**config.mk**
```make
export PLATFORM = sky130hd
export DESIGN_NAME = execute_cluster
export DESIGN_NICKNAME = d
export VERILOG_FILES = /design/src/exec_pkg.sv /design/src/exec_collect.sv /design/src/exec_dispatch.sv /design/src/exec_lane.sv /design/src/execute_cluster.sv
export SDC_FILE = /design/constraint.sdc
export NUM_CORES = 2
export LEC_CHECK = 0
export BUFFER_PORTS_ARGS = -buffer_cell sky130_fd_sc_hd__clkbuf_2
export CELL_PAD_IN_SITES_DETAIL_PLACEMENT = 0
export CELL_PAD_IN_SITES_GLOBAL_PLACEMENT = 1
export CORE_MARGIN = 3
export CORE_UTILIZATION = 54
export DETAILED_ROUTE_END_ITERATION = 6
export PLACE_DENSITY = 0.88
export SLEW_MARGIN = 10
export SYNTH_ARGS = -nofsm -noshare
export SYNTH_HDL_FRONTEND = slang
export SYNTH_SLANG_ARGS = --single-unit
```
**constraint.sdc**
```tcl
create_clock -name clk -period 16.3 [get_ports clk]
set_input_delay 2.445 -clock clk [delete_from_list [all_inputs] [get_ports clk]]
set_output_delay 2.445 -clock clk [all_outputs]
set_load 0.01 [all_outputs]
```
**src/exec_pkg.sv**
```systemverilog
package exec_pkg;

    // Default number of execute lanes.
    localparam int lanes_default = 4;

    ////////////////////
    // Operation encoding.
    ////////////////////

    typedef enum logic [3:0] {
        op_add  = 4'h0,
        op_sub  = 4'h1,
        op_sll  = 4'h2,
        op_slt  = 4'h3,
        op_sltu = 4'h4,
        op_xor  = 4'h5,
        op_srl  = 4'h6,
        op_sra  = 4'h7,
        op_or   = 4'h8,
        op_and  = 4'h9,
        op_div  = 4'ha,
        op_divu = 4'hb,
        op_rem  = 4'hc,
        op_remu = 4'hd
    } exec_op_e;

    ////////////////////
    // Stream payloads.
    ////////////////////

    // Decoded operation with both operands read.
    typedef struct packed {
        exec_op_e    op;
        logic [31:0] rdata1;
        logic [31:0] rdata2;
        logic [4:0]  waddr;
        logic        wren;
    } exec_op_t;

    // Result headed for writeback.
    typedef struct packed {
        logic [31:0] wdata;
        logic [4:0]  waddr;
        logic        wren;
    } exec_res_t;

endpackage

```
**src/exec_collect.sv**
```systemverilog
`timescale 1ns/1ns

module exec_collect
    import exec_pkg::*;
#(
    parameter int lanes = lanes_default
) (
    input  logic             clk,
    input  logic             rst,
    input  logic [lanes-1:0] res_valid,
    output logic [lanes-1:0] res_ready,
    input  exec_res_t        res [lanes],
    output logic             out_valid,
    input  logic             out_ready,
    output exec_res_t        out
);

    localparam int idx_w = (lanes > 1) ? $clog2(lanes) : 1;

    logic [idx_w-1:0] ptr;
    logic             fire;

    // Same lane order as the dispatcher, so results come back in program order.
    assign out_valid = res_valid[ptr];
    assign out       = res[ptr];
    assign fire      = out_valid && out_ready;

    always_comb begin
        res_ready = '0;
        res_ready[ptr] = out_ready;
    end

    ////////////////////
    // Drain pointer.
    ////////////////////

    always_ff @(posedge clk) begin
        if (!rst) begin
            ptr <= '0;
        end else if (fire) begin
            if (ptr == idx_w'(lanes - 1)) begin
                ptr <= '0;
            end else begin
                ptr <= ptr + 1'b1;
            end
        end
    end

endmodule

```
**src/exec_dispatch.sv**
```systemverilog
`timescale 1ns/1ns

module exec_dispatch
    import exec_pkg::*;
#(
    parameter int lanes = lanes_default
) (
    input  logic             clk,
    input  logic             rst,
    input  logic             op_valid,
    output logic             op_ready,
    input  exec_op_t         op,
    output logic [lanes-1:0] issue_valid,
    output exec_op_t         issue_op,
    input  logic [lanes-1:0] issue_ready
);

    localparam int idx_w = (lanes > 1) ? $clog2(lanes) : 1;

    logic [idx_w-1:0] idx;
    logic             fire;

    // Only the lane under the pointer may take the operation.
    always_comb begin
        issue_valid = '0;
        issue_valid[idx] = op_valid;
    end

    assign op_ready = issue_ready[idx];
    assign issue_op = op;
    assign fire     = op_valid && op_ready;

    ////////////////////
    // Round-robin issue pointer.
    ////////////////////

    always_ff @(posedge clk) begin
        if (!rst) begin
            idx <= '0;
        end else if (fire) begin
            if (idx == idx_w'(lanes - 1)) begin
                idx <= '0;
            end else begin
                idx <= idx + 1'b1;
            end
        end
    end

endmodule

```
**src/exec_lane.sv**
```systemverilog
`timescale 1ns/1ns

module exec_lane
    import exec_pkg::*;
(
    input  logic      clk,
    input  logic      rst,
    input  logic      issue_valid,
    output logic      issue_ready,
    input  exec_op_t  issue_op,
    output logic      res_valid,
    input  logic      res_ready,
    output exec_res_t res
);

    typedef enum logic [1:0] {
        st_idle,
        st_div,
        st_done
    } lane_state_e;

    lane_state_e state;
    exec_res_t   res_q;

    logic        accept;
    logic [31:0] a;
    logic [31:0] b;
    logic [4:0]  shamt;
    logic [31:0] alu_result;

    logic        is_div;
    logic        is_signed;
    logic        is_rem_op;
    logic        a_neg;
    logic        b_neg;
    logic [31:0] a_mag;
    logic [31:0] b_mag;
    logic        spec_hit;
    logic [31:0] spec_result;

    // Divider datapath.
    logic [31:0] rem_q;
    logic [31:0] quo_q;
    logic [31:0] dsor_q;
    logic [4:0]  cnt_q;
    logic        neg_quo;
    logic        neg_rem;
    logic        rem_sel;
    logic [32:0] rem_shift;
    logic [32:0] diff;
    logic [31:0] rem_next;
    logic [31:0] quo_next;
    logic [31:0] div_final;

    assign issue_ready = (state == st_idle);
    assign res_valid   = (state == st_done);
    assign res         = res_q;
    assign accept      = issue_valid && issue_ready;

    assign a     = issue_op.rdata1;
    assign b     = issue_op.rdata2;
    assign shamt = b[4:0];

    ////////////////////
    // Single-cycle ALU.
    ////////////////////

    always_comb begin
        case (issue_op.op)
            op_add:  alu_result = a + b;
            op_sub:  alu_result = a - b;
            op_sll:  alu_result = a << shamt;
            op_slt:  alu_result = {31'b0, $signed(a) < $signed(b)};
            op_sltu: alu_result = {31'b0, a < b};
            op_xor:  alu_result = a ^ b;
            op_srl:  alu_result = a >> shamt;
            op_sra:  alu_result = $unsigned($signed(a) >>> shamt);
            op_or:   alu_result = a | b;
            op_and:  alu_result = a & b;
            default: alu_result = '0;
        endcase
    end

    ////////////////////
    // Divide setup.
    ////////////////////

    assign is_div    = issue_op.op inside {op_div, op_divu, op_rem, op_remu};
    assign is_signed = issue_op.op inside {op_div, op_rem};
    assign is_rem_op = issue_op.op inside {op_rem, op_remu};
    assign a_neg     = is_signed && a[31];
    assign b_neg     = is_signed && b[31];
    assign a_mag     = a_neg ? -a : a;
    assign b_mag     = b_neg ? -b : b;

    // Divide by zero and signed overflow skip the iteration.
    always_comb begin
        spec_hit    = 1'b0;
        spec_result = '0;
        if (b == '0) begin
            spec_hit    = 1'b1;
            spec_result = is_rem_op ? a : '1;
        end else if (is_signed && a == 32'h8000_0000 && b == '1) begin
            spec_hit    = 1'b1;
            spec_result = is_rem_op ? '0 : a;
        end
    end

    // One restoring step per cycle.
    assign rem_shift = {rem_q, quo_q[31]};
    assign diff      = rem_shift - {1'b0, dsor_q};
    assign rem_next  = diff[32] ? rem_shift[31:0] : diff[31:0];
    assign quo_next  = {quo_q[30:0], ~diff[32]};

    always_comb begin
        if (rem_sel) begin
            div_final = neg_rem ? -rem_next : rem_next;
        end else begin
            div_final = neg_quo ? -quo_next : quo_next;
        end
    end

    ////////////////////
    // Lane control.
    ////////////////////

    always_ff @(posedge clk) begin
        if (!rst) begin
            state <= st_idle;
            cnt_q <= '0;
        end else begin
            case (state)
                st_idle: begin
                    if (accept) begin
                        cnt_q <= '0;
                        if (is_div && !spec_hit) begin
                            state <= st_div;
                        end else begin
                            state <= st_done;
                        end
                    end
                end
                st_div: begin
                    cnt_q <= cnt_q + 1'b1;
                    if (cnt_q == 5'd31) begin
                        state <= st_done;
                    end
                end
                default: begin
                    if (res_ready) begin
                        state <= st_idle;
                    end
                end
            endcase
        end
    end

    always_ff @(posedge clk) begin
        if (accept) begin
            res_q.waddr <= issue_op.waddr;
            res_q.wren  <= issue_op.wren;
            res_q.wdata <= is_div ? spec_result : alu_result;
            rem_q       <= '0;
            quo_q       <= a_mag;
            dsor_q      <= b_mag;
            neg_quo     <= a_neg ^ b_neg;
            neg_rem     <= a_neg;
            rem_sel     <= is_rem_op;
        end else if (state == st_div) begin
            rem_q <= rem_next;
            quo_q <= quo_next;
            if (cnt_q == 5'd31) begin
                res_q.wdata <= div_final;
            end
        end
    end

endmodule

```
**src/execute_cluster.sv**
```systemverilog
`timescale 1ns/1ns

module execute_cluster
    import exec_pkg::*;
#(
    parameter int lanes = lanes_default
) (
    input  logic      clk,
    input  logic      rst,
    input  logic      op_valid,
    output logic      op_ready,
    input  exec_op_t  op,
    output logic      out_valid,
    input  logic      out_ready,
    output exec_res_t out
);

    logic [lanes-1:0] issue_valid;
    logic [lanes-1:0] issue_ready;
    exec_op_t         issue_op;
    logic [lanes-1:0] res_valid;
    logic [lanes-1:0] res_ready;
    exec_res_t        lane_res [lanes];

    exec_dispatch #(
        .lanes(lanes)
    ) i_dispatch (
        .clk        (clk),
        .rst        (rst),
        .op_valid   (op_valid),
        .op_ready   (op_ready),
        .op         (op),
        .issue_valid(issue_valid),
        .issue_op   (issue_op),
        .issue_ready(issue_ready)
    );

    // One lane per in-flight operation.
    for (genvar i = 0; i < lanes; i++) begin : g_lane
        exec_lane i_lane (
            .clk        (clk),
            .rst        (rst),
            .issue_valid(issue_valid[i]),
            .issue_ready(issue_ready[i]),
            .issue_op   (issue_op),
            .res_valid  (res_valid[i]),
            .res_ready  (res_ready[i]),
            .res        (lane_res[i])
        );
    end

    exec_collect #(
        .lanes(lanes)
    ) i_collect (
        .clk      (clk),
        .rst      (rst),
        .res_valid(res_valid),
        .res_ready(res_ready),
        .res      (lane_res),
        .out_valid(out_valid),
        .out_ready(out_ready),
        .out      (out)
    );

endmodule

```
# ---- Word-level counts from Yosys, hierarchy flattened
# Cells that the tools add are included.
dict set report word_totals {
  wordCells 261
  in_bits 78
  ff_bits 580
  output_inout_bits 40
}
dict set report classes {
  shift 3
  bitwise_logic 11
  muxes 84
  n_lt_le_gt_ge 7
  n_addsub 22
  n_reduce_logical 51
  n_eq_ne 37
}
# op n
set op_table {}
lappend op_table {{2-to-1 mux 32 bit} 43}
lappend op_table {{negator 32 bit} 10}
lappend op_table {{case mux 32 bit (10 select lines)} 1}
lappend op_table {{subtractor 33 x 32 -> 33 bit} 4}
lappend op_table {{binary-select mux 38 bit (select 2 bit)} 1}
lappend op_table {{2-to-1 mux 38 bit} 2}
lappend op_table {{== test 32 bit (second input constant)} 2}
lappend op_table {{< comparator 32 bit} 2}
lappend op_table {{case mux 5 bit (2 select lines)} 4}
lappend op_table {{adder 32 bit} 1}
lappend op_table {{AND 32 bit} 1}
lappend op_table {{zero test 32 bit} 1}
lappend op_table {{OR 32 bit} 1}
lappend op_table {{left shift 32 x 5 -> 32 bit} 1}
lappend op_table {{right shift 32 x 5 -> 32 bit} 1}
lappend op_table {{>>> shifter 32 x 5 -> 32 bit} 1}
lappend op_table {{subtractor 32 bit} 1}
lappend op_table {{bitwise XOR 32 bit} 1}
lappend op_table {{2-to-1 mux 2 bit} 15}
lappend op_table {{nonzero test 2 bit} 14}
lappend op_table {{== test 4 bit (second input constant)} 6}
lappend op_table {{adder 5 x 1 -> 5 bit (second input constant)} 4}
lappend op_table {{== test 5 bit (second input constant)} 4}
lappend op_table {{2-to-1 mux 5 bit} 4}
lappend op_table {{other kinds (27)} 90}

# ---- Longest topological paths before layout
dict set report depth {
  word_depth 11
  ltp_mapped 28
  mapped_depth_nobuf 25
}

# ---- Cells and area by module
# Synthesis repeated with hierarchy kept, for this count alone.
dict set report hier_totals {
  cells_unflattened 10416
  area_unflattened_um2 79030.8
}
# mod cells_each seq_area_each_um2 instances area_per_inst_um2
set modules_own_cells {}
lappend modules_own_cells {{exec_lane at g_lane[3].i_lane} 2618 3933.8 1 19867.8}
lappend modules_own_cells {{exec_lane at g_lane[2].i_lane} 2577 3933.8 1 19633.8}
lappend modules_own_cells {{exec_lane at g_lane[1].i_lane} 2522 3933.8 1 18788.0}
lappend modules_own_cells {{exec_lane at g_lane[0].i_lane} 2523 3933.8 1 18774.3}
lappend modules_own_cells {exec_collect 75 40.0 1 1187.4}
lappend modules_own_cells {exec_dispatch 101 40.0 1 779.5}

# ---- Worst setup path after synthesis
# No wires, ideal clock.
dict set report synth_path {
  kind {input -> register}
  from {in op[8] (netlist bit)}
  to {reg g_lane[0].i_lane.res_q, in the netlist g_lane[0].i_lane.res[32], data pin}
  setup_time_ns 0.255
  t_required_ns 16.045
  path_slack_ns 9.228
  arrival_time_ns 6.817
  n_path_buf 3
  stages 17
  path_cell_list {clkbuf_1 -> inv_2 -> buf_1 -> buf_1 -> ha_1 -> a21o_1 -> a21oi_1 -> nand2b_1 -> o311ai_1 -> o22a_1 -> a221o_1 -> a2111oi_0 -> o31ai_1 -> a211o_1 -> a221oi_1 -> nor2_1 -> a31o_1}
}
dict set report synth_via {
  elab_chain_cells 6
  elab_cells_between_ends 13
  cone_classes {add/sub: 2; eq/ne: 1; shift: 3; mux: 5; reduce/logical: 2}
}
# item line_no
set synth_rtl {}
lappend synth_rtl {{from (decl)} execute_cluster.sv:12} ;# input exec_op_t op,
lappend synth_rtl {{parallel branches: the longest is 4 deep, another holds subtractor 32 bit} -}
lappend synth_rtl {{2-to-1 mux 32 bit (*)} exec_lane.sv:162} ;# res_q.wdata <= is_div ? spec_result : alu_result;
lappend synth_rtl {{2-to-1 mux 32 bit (*)} exec_lane.sv:159} ;# if (accept) begin
lappend synth_rtl {{to (decl)} exec_lane.sv:23} ;# exec_res_t res_q;
# Every way passes the cells marked *.
# A chain may end at the register's enable or synchronous reset.

# ---- Final worst setup path
dict set report layout_path {
  from {in op[8] (netlist bit)}
  to {reg g_lane[1].i_lane.res_q, in the netlist g_lane[1].i_lane.res[34], data pin}
}
dict set report layout_via {
  elab_chain_cells 6
  elab_cells_between_ends 13
  cone_classes {add/sub: 2; eq/ne: 1; shift: 3; mux: 5; reduce/logical: 2}
}
# item line_no
set layout_rtl {}
lappend layout_rtl {{parallel branches: the longest is 4 deep, another holds subtractor 32 bit} -}
lappend layout_rtl {{2-to-1 mux 32 bit (*)} exec_lane.sv:162}
lappend layout_rtl {{2-to-1 mux 32 bit (*)} exec_lane.sv:159}
lappend layout_rtl {{to (decl)} exec_lane.sv:23}
# Marked as above.

==> impl_metrics.toml <==
[setup_path]
path_max_fanout = 57
worstPathArrival_ns = 8.07
critical_path_class = "input pin to register"
critPathSlowestCell = "a2111oi_0"
critPathRequiredTime_ns = 16.68
cpPeakStageDelay_ns = 0.91
crit_path_cell_trace = "clkbuf_2, buf_4, inv_2, buf_4, ha_1, a21o_1, a21oi_1, nand2b_1, o311ai_1, o22a_1, a221o_1, a2111oi_0, o31ai_1, a221o_1, a21oi_1, o22ai_1"
cp-startpoint = "op[8]"
critPathLaunchType = "input pin"
reg2reg_from = "g_lane[0].i_lane.rem_q[3]"
end_kind = "register"

[floorplan]
die_area_sq_mm = 0.0953
start_util_pct = 54.7
ios = 118
core_area_sq_mm = 0.0904
num_rows = 110
die_y_um = 309
die_x_um = 309

[clocking]
clk_path_buf_depth = 3
cts_tree = "done"
numCtsBuffers = 70
cts_root_buf = "clkbuf_16"
path_clk_slew_ns = 0.06
insertion_delay_ns = 0.68
cts_setup_buffers = 0
cts_sinks = 580
htree_levels = 3
cts_resized = 0
hold_buffers = 0

[run]
drv_cap = 0

[min_path]
hp-start = "g_lane[1].i_lane.rem_q[10]"
hp-class = "register to register"

[synthesis]
synth-seq-area-share_pct = 32.0
ys_ff_latch = 580
synth_area_leaders = "edfxtp_1 (25%), dfxtp_1 (6.5%), ha_1 (6.4%)"
synthArstFlopShare_pct = 0
synth_edf_count = 420
synthFlopType = "edfxtp_1"
synth_nets = 6223
syn_area_sq_mm = 0.0495
yosysWarnings = 0
yosysUniqueCellTypes = 109
yosys.area.top_type_share_pct = 25.5
synthCells = 5887
synth.largest_area_cell = "edfxtp_1"
synth.avg_cell_area_sq_um = 8.41

[timing]
period_needed_ns = 7.69
worstMarginPinSlew_ns = 1.43
hold_viol_final = 0
slew_viol_final = 0
rsz0062_at_grt = "false"
fin_setup_tns_ns = 0
fin_crit_sh_pct = 47.2
final.setup.worst_slack_ns = 8.61
timing.fmax_mhz = 130
setup-violations-final = 0
slew_headroom_pct = 4.47
fin_skew_ns = 0.0427

[place]
dp_cells = 6935
port_buffers = 117
gp_congestion = 1.03
dp_hpwl_um = 162000
pre_cts_slack_ns = 8.23
detailed_place.area_sq_mm = 0.0515

[route]
drc = 0
vias_per_cell = 6.94
drt_iter0_drc = 7242
finalWirelength_um = 216000
ant_nets = 0
wl_per_cell_um = 30.4
dr.pass1.iters = 7
vias = 49200

[pwr]
ir_drop_mv = 0.113
power_leakage_nw = 21.3
power.density_mw_per_mm2 = 134

[grt]
overflow = 0
grt_pass1_vias = 44100
grtUsageTotal_pct = 44.0
grt_pass1_wl_um = 308000
antenna_found_initial = 25
grt_start_max_net_pins = 89

[cells_and_area]
mostFrequentLayoutCells = "nand2_1 (630), o21ai_0 (611), nor2_1 (441), a21oi_1 (431), edfxtp_1 (420)"
stdcell_count = 7088
drive_gt1_share_pct = 10.1
fin_nets = 6167
stdcell_area_sq_mm = 0.0540
synthToLayoutAreaGrowth_pct = 9.07
final_common_cell = "nand2_1"

[status]
status = "completed"
[critical path: cells and delay by family]
| family | cells | cell delay (ns) |
|---|---|---|
| and+or+nand+nor | 1 | 0.21 |
| buffers and inverters | 4 | 1.05 |
| AOI/OAI and AO/OA | 10 | 3.93 |
| adders and majority gates | 1 | 0.41 |
[state kept, by name, indices dropped and copies added, names as in the netlist]
signal and flops:
g_lane.i_lane.cnt_q 20, g_lane.i_lane.dsor_q 128, g_lane.i_lane.neg_quo 4, g_lane.i_lane.neg_rem 4, g_lane.i_lane.quo_q 128, g_lane.i_lane.rem_q 128, g_lane.i_lane.rem_sel 4, g_lane.i_lane.res 152
g_lane.i_lane.state 8, i_collect.ptr 2, i_dispatch.idx 2
[through the flow]
stage | hold slack [ns] | util (%) | power (mW)
after floorplan | 0.443 | - | 4.28
after global placement | 0.456 | 57.0 | 5.44
after detailed placement | 0.470 | 57.0 | 5.46
after CTS | 0.484 | 59.6 | 7.13
after global routing | 0.507 | 59.6 | 7.56
final | 0.484 | 59.7 | 7.26
[layer usage]
layer / wire length [um] / share of wire (%) / up-vias / GRT usage [%]
met5: 272 / 0.13 / - / 1.53
met4: 16400 / 7.6 / 10 / 28.3
met3: 27800 / 13 / 665 / 13.1
met2: 87800 / 41 / 3169 / 62.5
met1: 83300 / 39 / 23500 / 58.2
li1: - / - / 21800 / -
[area by class of cell]
cell class	count	area, sq um
clock buffers	84	1870
diodes	24	60.1
clock inverters	45	504
fillers	8212	36400
multi-input cells	4629	31600
flip-flops and latches	580	15800
inverters	311	1170
well taps	1176	1470
repair buffers	239	1500
[power breakdown]
part           total, mW  internal, mW  switching (mW)
combinational       3.59          1.20            2.39
clock               1.67         0.955           0.711
sequential          2.00          1.82           0.187
[synth_stat cells, drive strengths merged (33+ instances only)]
master and count:
xnor2 206, o21bai 38, or3 66, o41ai 43
clkbuf 295, o211ai 67, nor2b 42, nor4 60
xor2 160, a31oi 45, a211oi 86, a21o 89
and3 44, o22ai 33, inv 305, mux2i 168
and2 47, nand4 55, dfxtp 160, mux4 79
edfxtp 420, a221oi 43, nor3 131, o21a 49
buf 72, nand2b 42, o31ai 79, o21ai 623
a21oi 434, nand3 125, nand2 631, ha 252
nor2 447
[worst paths after layout]
kind / to / slack, ns / depth (start not counted)
setup / recovery: g_lane[1].i_lane.res[34] / 8.61 / 16
hold / removal: g_lane[1].i_lane.rem_q[10] / 0.48 / 2
setup reg to reg: g_lane[0].i_lane.res[16] / 9.17 / 18
hold reg to reg: g_lane[1].i_lane.rem_q[10] / 0.48 / 2
[kinds of logic after synthesis]
| kind of cell | synth area share, % |
|---|---|
| AND/OR/NAND/NOR | 17.4 |
| multiplexers | 7.64 |
| flip-flops | 32.0 |
| adder cells (fa/ha/maj) | 6.61 |
| AO/OA/AOI/OAI | 24.7 |
| XOR/XNOR | 6.49 |
| buffers and inverters | 5.25 |
No activity file was read; power rests on OpenSTA's default activity.
